==> src/hdl/oldland_pkg.sv <==
package oldland_pkg;

	typedef enum logic [3:0] {
		ADD   = 4'd0,
		ADDC  = 4'd1,
		SUB   = 4'd2,
		SUBC  = 4'd3,
		LSL   = 4'd4,
		LSR   = 4'd5,
		AND   = 4'd6,
		XOR   = 4'd7,
		BIC   = 4'd8,
		BST   = 4'd9,
		OR    = 4'd10,
		MOVHI = 4'd11,
		CLR   = 4'd12,
		ASR   = 4'd14,
		COPY  = 4'd15
	} alu_opc_t;

	// Only ARITH touches the carry and zero flags
	typedef enum logic [1:0] {
		ARITH  = 2'd0,
		BRANCH = 2'd1,
		CALL   = 2'd2,
		MISC   = 2'd3
	} instr_class_t;

	typedef enum logic [2:0] {
		NEVER  = 3'd0,
		NE     = 3'd1,
		EQ     = 3'd2,
		CC     = 3'd3,
		CS     = 3'd4,
		ALWAYS = 3'd7
	} branch_cond_t;

	typedef logic [2:0] reg_sel_t;
	typedef logic [31:0] word_t;

	localparam int NUM_REGS = 8;
	localparam int QUEUE_DEPTH = 4;
	localparam int QPTR_W = $clog2(QUEUE_DEPTH);
	localparam reg_sel_t LINK_REG = 3'd7;
	localparam word_t RESET_PC = 32'h0000_0000;

endpackage
==> src/hdl/oldland_exec_top.sv <==
module oldland_exec_top (
	input  logic                   clk,
	input  logic                   reset,
	input  logic                   in_valid,
	output logic                   in_ready,
	input  oldland_pkg::word_t     in_instr,
	output logic                   res_valid,
	input  logic                   res_ready,
	output oldland_pkg::word_t     res_value,
	output oldland_pkg::word_t     res_alu,
	output oldland_pkg::reg_sel_t  res_rd,
	output logic                   res_branch_taken
);

	import oldland_pkg::*;

	logic         dec_valid, dec_ready, dec_op1_ra, dec_op2_rb;
	instr_class_t dec_class;
	alu_opc_t     dec_alu;
	reg_sel_t     dec_rd, dec_ra, dec_rb;
	word_t        dec_imm, dec_pc_plus_4;

	logic         q_valid, q_ready, q_op1_ra, q_op2_rb;
	instr_class_t q_class;
	alu_opc_t     q_alu;
	reg_sel_t     q_rd, q_ra, q_rb;
	word_t        q_imm, q_pc_plus_4;

	reg_sel_t     rf_ra_sel, rf_rb_sel, rf_wr_sel;
	word_t        rf_ra_data, rf_rb_data, rf_wr_data;
	logic         rf_wr_en;

	oldland_decode i_decode (
		.clk(clk), .reset(reset),
		.in_valid(in_valid), .in_ready(in_ready), .in_instr(in_instr),
		.dec_valid(dec_valid), .dec_ready(dec_ready), .dec_class(dec_class),
		.dec_alu(dec_alu), .dec_rd(dec_rd), .dec_ra(dec_ra), .dec_rb(dec_rb),
		.dec_op1_ra(dec_op1_ra), .dec_op2_rb(dec_op2_rb), .dec_imm(dec_imm),
		.dec_pc_plus_4(dec_pc_plus_4)
	);

	oldland_issue_queue i_queue (
		.clk(clk), .reset(reset),
		.push_valid(dec_valid), .push_ready(dec_ready), .push_class(dec_class),
		.push_alu(dec_alu), .push_rd(dec_rd), .push_ra(dec_ra), .push_rb(dec_rb),
		.push_op1_ra(dec_op1_ra), .push_op2_rb(dec_op2_rb), .push_imm(dec_imm),
		.push_pc_plus_4(dec_pc_plus_4),
		.pop_valid(q_valid), .pop_ready(q_ready), .pop_class(q_class),
		.pop_alu(q_alu), .pop_rd(q_rd), .pop_ra(q_ra), .pop_rb(q_rb),
		.pop_op1_ra(q_op1_ra), .pop_op2_rb(q_op2_rb), .pop_imm(q_imm),
		.pop_pc_plus_4(q_pc_plus_4)
	);

	oldland_exec i_exec (
		.clk(clk), .reset(reset),
		.op_valid(q_valid), .op_ready(q_ready), .op_class(q_class),
		.op_alu(q_alu), .op_rd(q_rd), .op_ra(q_ra), .op_rb(q_rb),
		.op_op1_ra(q_op1_ra), .op_op2_rb(q_op2_rb), .op_imm(q_imm),
		.op_pc_plus_4(q_pc_plus_4),
		.rf_ra_sel(rf_ra_sel), .rf_rb_sel(rf_rb_sel),
		.rf_ra_data(rf_ra_data), .rf_rb_data(rf_rb_data),
		.rf_wr_en(rf_wr_en), .rf_wr_sel(rf_wr_sel), .rf_wr_data(rf_wr_data),
		.res_valid(res_valid), .res_ready(res_ready), .res_value(res_value),
		.res_alu(res_alu), .res_rd(res_rd), .res_branch_taken(res_branch_taken)
	);

	oldland_regfile i_regfile (
		.clk(clk), .reset(reset),
		.ra_sel(rf_ra_sel), .rb_sel(rf_rb_sel),
		.ra_data(rf_ra_data), .rb_data(rf_rb_data),
		.wr_en(rf_wr_en), .wr_sel(rf_wr_sel), .wr_data(rf_wr_data)
	);

endmodule

==> src/hdl/oldland_exec.sv <==
module oldland_exec (
	input  logic                       clk,
	input  logic                       reset,
	input  logic                       op_valid,
	output logic                       op_ready,
	input  oldland_pkg::instr_class_t  op_class,
	input  oldland_pkg::alu_opc_t      op_alu,
	input  oldland_pkg::reg_sel_t      op_rd,
	input  oldland_pkg::reg_sel_t      op_ra,
	input  oldland_pkg::reg_sel_t      op_rb,
	input  logic                       op_op1_ra,
	input  logic                       op_op2_rb,
	input  oldland_pkg::word_t         op_imm,
	input  oldland_pkg::word_t         op_pc_plus_4,
	output oldland_pkg::reg_sel_t      rf_ra_sel,
	output oldland_pkg::reg_sel_t      rf_rb_sel,
	input  oldland_pkg::word_t         rf_ra_data,
	input  oldland_pkg::word_t         rf_rb_data,
	output logic                       rf_wr_en,
	output oldland_pkg::reg_sel_t      rf_wr_sel,
	output oldland_pkg::word_t         rf_wr_data,
	output logic                       res_valid,
	input  logic                       res_ready,
	output oldland_pkg::word_t         res_value,
	output oldland_pkg::word_t         res_alu,
	output oldland_pkg::reg_sel_t      res_rd,
	output logic                       res_branch_taken
);

	import oldland_pkg::*;

	word_t        op1;
	word_t        op2;
	word_t        alu_q;
	logic         alu_c;
	logic         alu_z;
	logic         cond_met;
	logic         taken;
	logic         accept;
	word_t        wr_value;
	branch_cond_t cond;

	// Flags are internal state, never visible in the register file
	logic c_flag;
	logic z_flag;

	assign op_ready = !res_valid || res_ready;
	assign accept = op_valid && op_ready;

	assign rf_ra_sel = op_ra;
	assign rf_rb_sel = op_rb;

	assign op1 = op_op1_ra ? rf_ra_data : op_pc_plus_4;
	assign op2 = op_op2_rb ? rf_rb_data : op_imm;
	assign alu_z = (op1 == op2);

	always_comb begin
		alu_c = 1'b0;
		alu_q = '0;
		case (op_alu)
		ADD:   {alu_c, alu_q} = {1'b0, op1} + {1'b0, op2};
		ADDC:  {alu_c, alu_q} = {1'b0, op1} + {1'b0, op2} + {32'b0, c_flag};
		SUB:   {alu_c, alu_q} = {1'b0, op1} - {1'b0, op2};
		SUBC:  {alu_c, alu_q} = {1'b0, op1} - {1'b0, op2} + {32'b0, c_flag};
		LSL:   {alu_c, alu_q} = {1'b0, op1} << op2[4:0];
		LSR:   alu_q = op1 >> op2[4:0];
		AND:   alu_q = op1 & op2;
		XOR:   alu_q = op1 ^ op2;
		BIC:   alu_q = op1 & ~(32'd1 << op2[4:0]);
		BST:   alu_q = op1 | (32'd1 << op2[4:0]);
		OR:    alu_q = op1 | op2;
		MOVHI: alu_q = {1'b0, op_imm[14:0], 16'h0000};
		CLR:   alu_q = '0;
		ASR:   alu_q = $signed(op1) >>> op2[4:0];
		COPY:  alu_q = op1;
		default: alu_q = '0;
		endcase
	end

	assign cond = branch_cond_t'(op_rd);

	always_comb begin
		case (cond)
		ALWAYS:  cond_met = 1'b1;
		NE:      cond_met = !z_flag;
		EQ:      cond_met = z_flag;
		CC:      cond_met = !c_flag;
		CS:      cond_met = c_flag;
		default: cond_met = 1'b0;
		endcase
	end

	assign taken = (op_class == BRANCH) && cond_met;
	assign wr_value = (op_class == CALL) ? op_pc_plus_4 : alu_q;

	assign rf_wr_en = accept && (op_class != BRANCH);
	assign rf_wr_sel = op_rd;
	assign rf_wr_data = wr_value;

	always_ff @(posedge clk) begin
		if (reset) begin
			res_valid <= 1'b0;
			c_flag <= 1'b0;
			z_flag <= 1'b0;
		end else begin
			if (accept)
				res_valid <= 1'b1;
			else if (res_ready)
				res_valid <= 1'b0;
			if (accept && op_class == ARITH) begin
				c_flag <= alu_c;
				z_flag <= alu_z;
			end
		end
	end

	always_ff @(posedge clk) begin
		if (accept) begin
			res_value <= wr_value;
			res_alu <= alu_q;
			res_rd <= op_rd;
			res_branch_taken <= taken;
		end
	end

	assert property (@(posedge clk) disable iff (reset)
		res_valid && !res_ready |=> res_valid && $stable(res_value))
		else $error("result changed while stalled");

endmodule

==> src/hdl/oldland_regfile.sv <==
module oldland_regfile (
	input  logic                   clk,
	input  logic                   reset,
	input  oldland_pkg::reg_sel_t  ra_sel,
	input  oldland_pkg::reg_sel_t  rb_sel,
	output oldland_pkg::word_t     ra_data,
	output oldland_pkg::word_t     rb_data,
	input  logic                   wr_en,
	input  oldland_pkg::reg_sel_t  wr_sel,
	input  oldland_pkg::word_t     wr_data
);

	import oldland_pkg::*;

	word_t regs [NUM_REGS];

	always_ff @(posedge clk) begin
		if (reset) begin
			for (int i = 0; i < NUM_REGS; i++)
				regs[i] <= '0;
		end else if (wr_en) begin
			regs[wr_sel] <= wr_data;
		end
	end

	// Reads see the old value when the same register is written this cycle
	assign ra_data = regs[ra_sel];
	assign rb_data = regs[rb_sel];

endmodule

==> src/hdl/oldland_issue_queue.sv <==
module oldland_issue_queue (
	input  logic                       clk,
	input  logic                       reset,
	input  logic                       push_valid,
	output logic                       push_ready,
	input  oldland_pkg::instr_class_t  push_class,
	input  oldland_pkg::alu_opc_t      push_alu,
	input  oldland_pkg::reg_sel_t      push_rd,
	input  oldland_pkg::reg_sel_t      push_ra,
	input  oldland_pkg::reg_sel_t      push_rb,
	input  logic                       push_op1_ra,
	input  logic                       push_op2_rb,
	input  oldland_pkg::word_t         push_imm,
	input  oldland_pkg::word_t         push_pc_plus_4,
	output logic                       pop_valid,
	input  logic                       pop_ready,
	output oldland_pkg::instr_class_t  pop_class,
	output oldland_pkg::alu_opc_t      pop_alu,
	output oldland_pkg::reg_sel_t      pop_rd,
	output oldland_pkg::reg_sel_t      pop_ra,
	output oldland_pkg::reg_sel_t      pop_rb,
	output logic                       pop_op1_ra,
	output logic                       pop_op2_rb,
	output oldland_pkg::word_t         pop_imm,
	output oldland_pkg::word_t         pop_pc_plus_4
);

	import oldland_pkg::*;

	instr_class_t     q_class [QUEUE_DEPTH];
	alu_opc_t         q_alu [QUEUE_DEPTH];
	reg_sel_t         q_rd [QUEUE_DEPTH];
	reg_sel_t         q_ra [QUEUE_DEPTH];
	reg_sel_t         q_rb [QUEUE_DEPTH];
	logic             q_op1_ra [QUEUE_DEPTH];
	logic             q_op2_rb [QUEUE_DEPTH];
	word_t            q_imm [QUEUE_DEPTH];
	word_t            q_pc_plus_4 [QUEUE_DEPTH];
	logic [QPTR_W-1:0] wr_ptr;
	logic [QPTR_W-1:0] rd_ptr;
	logic [QPTR_W:0]   count;
	logic             full;
	logic             push;
	logic             pop;

	assign full = (count == QUEUE_DEPTH);
	assign pop_valid = (count != 0);
	// When full, a pop in the same cycle frees the slot being written
	assign push_ready = !full || pop_ready;
	assign push = push_valid && push_ready;
	assign pop = pop_valid && pop_ready;

	always_ff @(posedge clk) begin
		if (reset) begin
			wr_ptr <= '0;
			rd_ptr <= '0;
			count <= '0;
		end else begin
			if (push)
				wr_ptr <= wr_ptr + 1'b1;
			if (pop)
				rd_ptr <= rd_ptr + 1'b1;
			if (push && !pop)
				count <= count + 1'b1;
			else if (pop && !push)
				count <= count - 1'b1;
		end
	end

	always_ff @(posedge clk) begin
		if (push) begin
			q_class[wr_ptr] <= push_class;
			q_alu[wr_ptr] <= push_alu;
			q_rd[wr_ptr] <= push_rd;
			q_ra[wr_ptr] <= push_ra;
			q_rb[wr_ptr] <= push_rb;
			q_op1_ra[wr_ptr] <= push_op1_ra;
			q_op2_rb[wr_ptr] <= push_op2_rb;
			q_imm[wr_ptr] <= push_imm;
			q_pc_plus_4[wr_ptr] <= push_pc_plus_4;
		end
	end

	assign pop_class = q_class[rd_ptr];
	assign pop_alu = q_alu[rd_ptr];
	assign pop_rd = q_rd[rd_ptr];
	assign pop_ra = q_ra[rd_ptr];
	assign pop_rb = q_rb[rd_ptr];
	assign pop_op1_ra = q_op1_ra[rd_ptr];
	assign pop_op2_rb = q_op2_rb[rd_ptr];
	assign pop_imm = q_imm[rd_ptr];
	assign pop_pc_plus_4 = q_pc_plus_4[rd_ptr];

	assert property (@(posedge clk) disable iff (reset)
		push && full |=> count == QUEUE_DEPTH)
		else $error("push into a full queue changed its fill level");

	assert property (@(posedge clk) disable iff (reset)
		count <= QUEUE_DEPTH)
		else $error("queue count above depth");

endmodule

==> src/hdl/oldland_decode.sv <==
module oldland_decode (
	input  logic                       clk,
	input  logic                       reset,
	input  logic                       in_valid,
	output logic                       in_ready,
	input  oldland_pkg::word_t         in_instr,
	output logic                       dec_valid,
	input  logic                       dec_ready,
	output oldland_pkg::instr_class_t  dec_class,
	output oldland_pkg::alu_opc_t      dec_alu,
	output oldland_pkg::reg_sel_t      dec_rd,
	output oldland_pkg::reg_sel_t      dec_ra,
	output oldland_pkg::reg_sel_t      dec_rb,
	output logic                       dec_op1_ra,
	output logic                       dec_op2_rb,
	output oldland_pkg::word_t         dec_imm,
	output oldland_pkg::word_t         dec_pc_plus_4
);

	import oldland_pkg::*;

	instr_class_t in_class;
	reg_sel_t     in_rd;
	word_t        in_imm;
	word_t        pc;
	logic         accept;

	assign in_ready = !dec_valid || dec_ready;
	assign accept = in_valid && in_ready;

	assign in_class = instr_class_t'(in_instr[31:30]);

	// For a branch the rd field carries the condition code and passes through as is
	assign in_rd = (in_class == CALL) ? LINK_REG : in_instr[25:23];
	assign in_imm = {{17{in_instr[14]}}, in_instr[14:0]};

	always_ff @(posedge clk) begin
		if (reset) begin
			dec_valid <= 1'b0;
			pc <= RESET_PC;
		end else begin
			if (accept) begin
				dec_valid <= 1'b1;
				pc <= pc + 32'd4;
			end else if (dec_ready) begin
				dec_valid <= 1'b0;
			end
		end
	end

	always_ff @(posedge clk) begin
		if (accept) begin
			dec_class <= in_class;
			dec_alu <= alu_opc_t'(in_instr[29:26]);
			dec_rd <= in_rd;
			dec_ra <= in_instr[22:20];
			dec_rb <= in_instr[19:17];
			dec_op1_ra <= in_instr[16];
			dec_op2_rb <= in_instr[15];
			dec_imm <= in_imm;
			dec_pc_plus_4 <= pc + 32'd4;
		end
	end

	// A stalled op must not change under the queue
	assert property (@(posedge clk) disable iff (reset)
		dec_valid && !dec_ready |=> dec_valid && $stable(dec_class) &&
			$stable(dec_alu) && $stable(dec_rd) && $stable(dec_ra) &&
			$stable(dec_rb) && $stable(dec_op1_ra) && $stable(dec_op2_rb) &&
			$stable(dec_imm) && $stable(dec_pc_plus_4))
		else $error("decode output changed while stalled");

endmodule

==> config.mk <==
export PLATFORM = sky130hd
export DESIGN_NAME = oldland_exec_top
export DESIGN_NICKNAME = d
export VERILOG_FILES = /design/src/hdl/oldland_pkg.sv /design/src/hdl/oldland_exec_top.sv /design/src/hdl/oldland_exec.sv /design/src/hdl/oldland_regfile.sv /design/src/hdl/oldland_issue_queue.sv /design/src/hdl/oldland_decode.sv
export SDC_FILE = /design/constraint.sdc
export NUM_CORES = 2
export LEC_CHECK = 0
export BUFFER_PORTS_ARGS = -buffer_cell sky130_fd_sc_hd__clkbuf_2
export CELL_PAD_IN_SITES_DETAIL_PLACEMENT = 1
export CELL_PAD_IN_SITES_GLOBAL_PLACEMENT = 1
export CORE_MARGIN = 3
export CORE_UTILIZATION = 43
export CTS_CLUSTER_DIAMETER = 30
export DETAILED_ROUTE_END_ITERATION = 16
export PLACE_DENSITY_LB_ADDON = 0.1
export SLEW_MARGIN = 40
export SYNTH_ARGS = -nofsm -noshare
export SYNTH_HDL_FRONTEND = slang
export SYNTH_HIERARCHICAL = 1
export SYNTH_SLANG_ARGS = --single-unit
==> constraint.sdc <==
create_clock -name clk -period 15.2 [get_ports clk]
set_clock_uncertainty 0.2 [all_clocks]
set_input_delay 0 -clock clk [delete_from_list [all_inputs] [get_ports clk]]
set_output_delay 0 -clock clk [all_outputs]
set_load 0.02 [all_outputs]
# Yosys cells after proc, flatten, opt, wreduce, memory -nomap -nowiden

Memory sizes are Yosys's and may differ from the RTL's. A register that Yosys moved wholly into a read port is not among the register bits.
Index checks and enable logic that the tools add are counted.

Flip-flop bits (word level): 175
Bits in latches: 0
Memory bits (writable): 580
ROM bits: 0
Input bits: 36
Word-level logic and storage cells: 139
Memories: 10

Memory list:

| memory              | words | bits a word | read ports | clocked after Yosys merged registers in | write ports | RTL line                  | source |
|---|---|---|---|---|---|---|---|
| i_regfile.regs      | 8     | 32          | 2          | 0                                       | 8           | oldland_regfile.sv:15     | `word_t regs [NUM_REGS];` |
| i_queue.q_imm       | 4     | 32          | 1          | 1                                       | 1           | oldland_issue_queue.sv:37 | `word_t q_imm [QUEUE_DEPTH];` |
| i_queue.q_pc_plus_4 | 4     | 32          | 1          | 1                                       | 1           | oldland_issue_queue.sv:38 | `word_t q_pc_plus_4 [QUEUE_DEPTH];` |
| i_queue.q_alu       | 4     | 4           | 1          | 1                                       | 1           | oldland_issue_queue.sv:31 | `alu_opc_t q_alu [QUEUE_DEPTH];` |
| i_queue.q_ra        | 4     | 3           | 1          | 1                                       | 1           | oldland_issue_queue.sv:33 | `reg_sel_t q_ra [QUEUE_DEPTH];` |
| i_queue.q_rb        | 4     | 3           | 1          | 1                                       | 1           | oldland_issue_queue.sv:34 | `reg_sel_t q_rb [QUEUE_DEPTH];` |
| 4 more memories     | --    | --          | --         | --                                      | --          | --                        |  |

$add $sub $neg: 9
Multipliers: 0
Divide/modulo/power cells: 0
Magnitude comparators: 0
Eq/ne operators: 24
Shift-type cells: 4
Mux-type cells: 40
Bitwise logic cells: 6
Reduce and logical (&&, ||, !) cells: 25

Operators by type and width:

| kind                                              | number |
|---|---|
| case mux 32 bit (14 select lines)                 | 1 |
| two-way mux 32 bit                                | 4 |
| adder 33 x 1 -> 33 bit                            | 2 |
| AND 32 bit                                        | 2 |
| OR 32 bit                                         | 2 |
| two-way mux 2 bit                                 | 18 |
| adder 32 x 32 -> 33 bit                           | 1 |
| << shifter 32 x 5 -> 33 bit                       | 1 |
| subtractor 32 x 32 -> 33 bit                      | 1 |
| adder 32 x 3 -> 32 bit (second input constant)    | 1 |
| == test 32 bit                                    | 1 |
| inverter 32 bit                                   | 1 |
| OR reduction 32 bit                               | 1 |
| << shifter 1 x 5 -> 32 bit (first input constant) | 1 |
| >> shifter 32 x 5 -> 32 bit                       | 1 |
| >>> shifter 32 x 5 -> 32 bit                      | 1 |
| XOR 32 bit                                        | 1 |
| == test 4 bit (second input constant)             | 6 |
| == test 4 x 3 -> 1 bit (second input constant)    | 4 |
| two-way mux 1 bit                                 | 12 |
| case mux 1 bit (5 select lines)                   | 2 |
| == test 3 bit (second input constant)             | 3 |
| two-way mux 3 bit                                 | 3 |
| == test 4 x 2 -> 1 bit (second input constant)    | 2 |
| other kinds (16)                                  | 36 |

# Depth between registers and ports, before layout

Depth in word-level cells: 9
Mapped depth: 30
Mapped depth without buffers: 21

# Cells and area by module

The synthesis kept the hierarchy.

By module, submodules not included:

| module              | times used | cells each | area each (µm²) | sequential area each (µm²) |
|---|---|---|---|---|
| oldland_exec        | 1          | 2183       | 15693.8         | 2102.0 |
| oldland_regfile     | 1          | 843        | 13645.6         | 7687.4 |
| oldland_issue_queue | 1          | 471        | 12111.6         | 9909.5 |
| oldland_decode      | 1          | 320        | 3930.0          | 2482.4 |

# Worst setup path after synthesis

No wires, ideal clock.

Path kind: flip-flop to flip-flop
Start point: register with a tool-made name
End point: memory i_regfile/regs[0][31] (netlist bit), data pin
Arrival time: 7.547 ns
Data required time: 14.843 ns
Path slack: 7.296 ns
Cell stages (with the launch flop): 28
Path buffers: 9
Cell sequence: dfxtp_1 > buf_2 > buf_2 > mux4_2 > buf_4 > buf_6 > buf_6 > mux4_1 > mux2_2 > mux2i_1 > clkbuf_1 > buf_1 > clkbuf_1 > clkbuf_1 > ha_1 > nand2b_1 > o211ai_2 > a211oi_1 > nor2_1 > xnor2_1 > a2111o_1 > nor4_4 > nand4_2 > or4_1 > o21a_1 > a41oi_2 > clkinv_1 > nor3_1

RTL lines:

| item          | RTL line |
|---|---|
| end, declared | oldland_regfile.sv:15 |

==> results by group <==
Layout
  • Fraction of layout cells with a size suffix above 1: 20.5%
  • Net count, final: slightly above 4,000
  • Number of inserted filler cells in the final layout: about 11,000
  • N_diodes: 0
  • Area growth, synth to finish: 17.4%

Clock network
  • Deepest clock path buffer count: 3
  • Clock sink total: about 750
  • H-tree lvl count: 4
  • Number of buffers inserted by post-CTS setup repair: 0
  • Root buffer cell: sky130_fd_sc_hd__clkbuf_16
  • CTS Buf Count: ~160
  • Skew-Pair Late Insertion Delay: approximately 0.75 ns
  • TritonCTS clock tree: yes
  • Post-CTS Resized: 0
  • Clock slew at the register clock pins of the worst setup and hold paths: about 0.050 ns

Synthesis
  • Netlist area before placement: about 45,000 um2
  • Cell count after synthesis: approximately 3,800
  • Post-synth EDFFs: 710
  • Number of distinct library cells after synthesis: approximately 110
  • Average instance area after synthesis: roughly 12 um2
  • Part of the Yosys area used for sequential elements: between 40% and 50%
  • Count of warnings emitted by yosys: 6
  • Number of synthesized register bits: roughly 750
  • Share of async-settable or async-resettable flops after synthesis: 0%
  • Flip-flop cell with the highest count after synthesis: sky130_fd_sc_hd__edfxtp_1

Floorplanning
  • Number of placement rows: 118
  • Starting density of the core: between 40% and 50%
  • Ports: ~110
  • Overall die area: ~110,000 um2
  • Die Y-Extent: ~330 um
  • Core area: 104,000 um2
  • Overall die width: ~330 um

Setup path
  • Startpoint-to-endpoint class of the critical path: reg2reg
  • Sort of element at the end of the critical path: flop
  • Cells along the critical path: buf_4 -> mux4_4 -> buf_4 -> mux4_1 -> mux2_2 -> mux2i_1 -> inv_1 -> ha_1 -> nand4_1 -> or3_1 -> a21oi_1 -> o21ai_0 -> a2111oi_0 -> buf_4 -> a211oi_1 -> xnor2_1 -> nand3_1 -> nor4_1 -> mux2i_1 -> a41oi_2 -> clkinv_1 -> nor3_1
  • Top Family by Delay on Critical Path: multiplexers
  • Biggest cell delay along the critical path: just over 0.9 ns
  • Cell type with the highest occurrence count on the critical path: sky130_fd_sc_hd__buf_4
  • Endpoint arrival time on the critical path: 10.66 ns
  • Critical path launch point type: flop
  • Critical path buffer and inverter count: 5
  • Data required time of the worst path: roughly 16 ns
  • Critical Path Slowest Stage Cell: sky130_fd_sc_hd__mux4_4
  • Max FO, Critical Path: 36

Run
  • Max-cap violations: 0

STA
  • Setup Total Neg Slack: 0 ns
  • Max Clock Freq: a little under 100 MHz
  • Worst Tran Pin Value: between 1 and 1.5 ns
  • Worst slew margin: about 31%
  • Portion of the clock cycle consumed by the worst path in the final layout: 67.7%
  • Final Slew Violations: 0
  • Fin. Hold Viols: 0
  • RSZ-0062 raised after global routing: false
  • Shortest clock period the worst path allows after layout: roughly 10 ns
  • Final setup violation count: 0

Place
  • Number of I/O port buffers: ~110
  • Routability-driven placement congestion ratio: between 1 and 1.5
  • HPWL after DPL: ~130,000 um

Route
  • Iteration count of the initial detailed-routing pass: 5
  • Number of design rule violations left after detail routing: 0
  • DRT iter0 DRCs: around 3,800
  • Vias/cell: about 6.6
  • Average wire length per cell after detail routing: 34.4 um
  • Remaining antenna violation count after routing: 0
  • Vias post-DR: around 36,000
  • Total routed wirelength: 187,000 um

Worst hold path
  • Hold Crit Class: in2reg

Run status
  • Result of the run: completed

Global routing
  • Initial antenna violation count: 9
  • First-pass GRT wire length: between 200,000 and 300,000 um
  • Total congestion overflow: 0
  • Via count of the first global-routing pass: roughly 36,000
  • Maximum number of pins on one net before global-route repair: ~130
  • Global-route usage over all layers: roughly 34%
routing by layer:
metal	vias to the layer above	wire length (um)	global-route usage (%)
li1	15200	-	-
met1	18700	77600	45.9
met2	1734	84600	52.3
met3	384	14300	6.00
met4	8	11000	18.3
met5	-	52	0
registers in the layout, indices dropped and copies added, names as in the netlist, 15 cells and up, named ones only:
signal / count
i_exec/res_alu: 32
i_exec/res_value: 32
i_queue/q_pc_plus_4: 128
i_decode/pc: 30
i_decode/dec_pc_plus_4: 30
i_decode/dec_imm: 15
i_queue/q_alu: 16
i_regfile/regs: 256
i_queue/q_imm: 128
final timing paths:
kind	start	to	slack, ns	cells after the start
worst max-delay path	flop	i_regfile/regs[2][31]	4.92	22
worst min-delay path	in_valid	i_decode/pc[3]	0.11	5
worst max register to register	flop	i_regfile/regs[2][31]	4.92	22
worst min register to register	i_decode/dec_rb[1]	i_queue/q_rb[2][1]	0.29	0
repair_timing:
action / in CTS / in global routing
endpoints found under the hold margin: 70 / 0
hold buffers: 69 / 0
setup endpoints to repair: 0 / 0
synth_stat cells (50+ instances only):
master | instances | share of area (%)
sky130_fd_sc_hd__mux4_2 | 134 | 6.7
sky130_fd_sc_hd__xor2_1 | 61 | 1.2
sky130_fd_sc_hd__o211ai_1 | 50 | 0.83
sky130_fd_sc_hd__mux2_2 | 125 | 3.1
sky130_fd_sc_hd__buf_2 | 50 | 0.55
sky130_fd_sc_hd__mux4_1 | 80 | 4.6
sky130_fd_sc_hd__xnor2_1 | 84 | 1.6
sky130_fd_sc_hd__mux2i_1 | 142 | 3.1
sky130_fd_sc_hd__inv_1 | 97 | 0.80
sky130_fd_sc_hd__o21ai_0 | 148 | 1.6
sky130_fd_sc_hd__nor2_1 | 251 | 2.1
sky130_fd_sc_hd__nand3_1 | 85 | 0.94
sky130_fd_sc_hd__nor3_1 | 316 | 3.5
sky130_fd_sc_hd__edfxtp_1 | 710 | 47
sky130_fd_sc_hd__clkbuf_1 | 153 | 1.3
sky130_fd_sc_hd__a21oi_1 | 183 | 2.0
sky130_fd_sc_hd__nand2_1 | 233 | 1.9
sky130_fd_sc_hd__ha_1 | 75 | 2.1
worst register-to-register path, cell delays in order, from the launching register on:
cell and delay (ns):
sky130_fd_sc_hd__dfxtp_4 0.68, sky130_fd_sc_hd__buf_4 0.66, sky130_fd_sc_hd__mux4_4 0.94, sky130_fd_sc_hd__buf_4 0.71, sky130_fd_sc_hd__mux4_1 0.73, sky130_fd_sc_hd__mux2_2 0.29
sky130_fd_sc_hd__mux2i_1 0.36, sky130_fd_sc_hd__inv_1 0.24, sky130_fd_sc_hd__ha_1 0.79, sky130_fd_sc_hd__nand4_1 0.31, sky130_fd_sc_hd__or3_1 0.45, sky130_fd_sc_hd__a21oi_1 0.38
sky130_fd_sc_hd__o21ai_0 0.33, sky130_fd_sc_hd__a2111oi_0 0.54, sky130_fd_sc_hd__buf_4 0.20, sky130_fd_sc_hd__a211oi_1 0.06, sky130_fd_sc_hd__xnor2_1 0.51, sky130_fd_sc_hd__nand3_1 0.22
sky130_fd_sc_hd__nor4_1 0.45, sky130_fd_sc_hd__mux2i_1 0.20, sky130_fd_sc_hd__a41oi_2 0.28, sky130_fd_sc_hd__clkinv_1 0.30, sky130_fd_sc_hd__nor3_1 0.28
metrics by stage:
stage	hold WS [ns]	util [%]	cells	worst slack, ns	cell area [um2]
6_report	0.107	51.2	5456	4.92	53300
5_1_grt	0.159	51.2	5456	4.38	53300
4_1_cts	0.00734	51.2	5456	4.65	53300
3_5_place_dp	-0.0208	45.3	5100	4.73	47200
3_3_place_gp	-0.0214	45.3	5096	4.96	47100
2_1_floorplan	-0.131	-	3818	7.30	45400
logic make-up (layout without fill, tap and decap cells):
family | count (synthesis) | in the layout | share of synthesized area (%)
other | 1 | 2 | 0.00826
AOI/OAI and AO/OA | 755 | 755 | 11.3
muxes | 485 | 485 | 17.6
adders and majority gates | 78 | 78 | 2.20
buffers and inverters | 442 | 700 | 4.48
and+or+nand+nor | 1158 | 1158 | 12.7
DFF | 753 | 753 | 48.9
xor gates and xnor gates | 145 | 145 | 2.80
cell type report:
| class | instances | area, um2 | share of cell area, % |
|---|---|---|---|
| Tap cell | 1380 | 1730 | 3.24 |
| Inverter | 135 | 509 | 0.956 |
| Clock buffer | 176 | 4060 | 7.63 |
| Multi-Input combinational cell | 2623 | 21500 | 40.3 |
| Clock inverter | 111 | 1300 | 2.45 |
| Sequential cell | 753 | 22200 | 41.6 |
| Timing Repair Buffer | 278 | 2040 | 3.82 |
cells in the final DEF (no fill, tap or decap), drive strengths merged, types with 19 or more instances in the layout:
cell         Yosys  final
clkinv          35     95
and3            22     22
ha              75     75
edfxtp         710    710
nor3           321    321
dfxtp           43     43
mux2           129    129
nand2          233    233
a21o            19     19
mux4           214    214
buf            153    104
and2            25     25
nor2b           20     20
a221oi          26     26
a21oi          184    184
or3             28     28
or2             20     20
nand2b          28     28
o21ai          151    151
o22ai           33     33
nand3           87     87
nor4            34     34
o221ai          28     28
a31oi           35     35
o211ai          52     52
dlygate4sd3      0     69
a211oi          51     51
inv            100    117
nand4           36     36
xor2            61     61
mux2i          142    142
xnor2           84     84
nor2           252    252
clkbuf         154    281
Power is left out: the tool's default activity adds up to more than one toggle a clock period on the data nets, which glitch-free logic cannot reach.
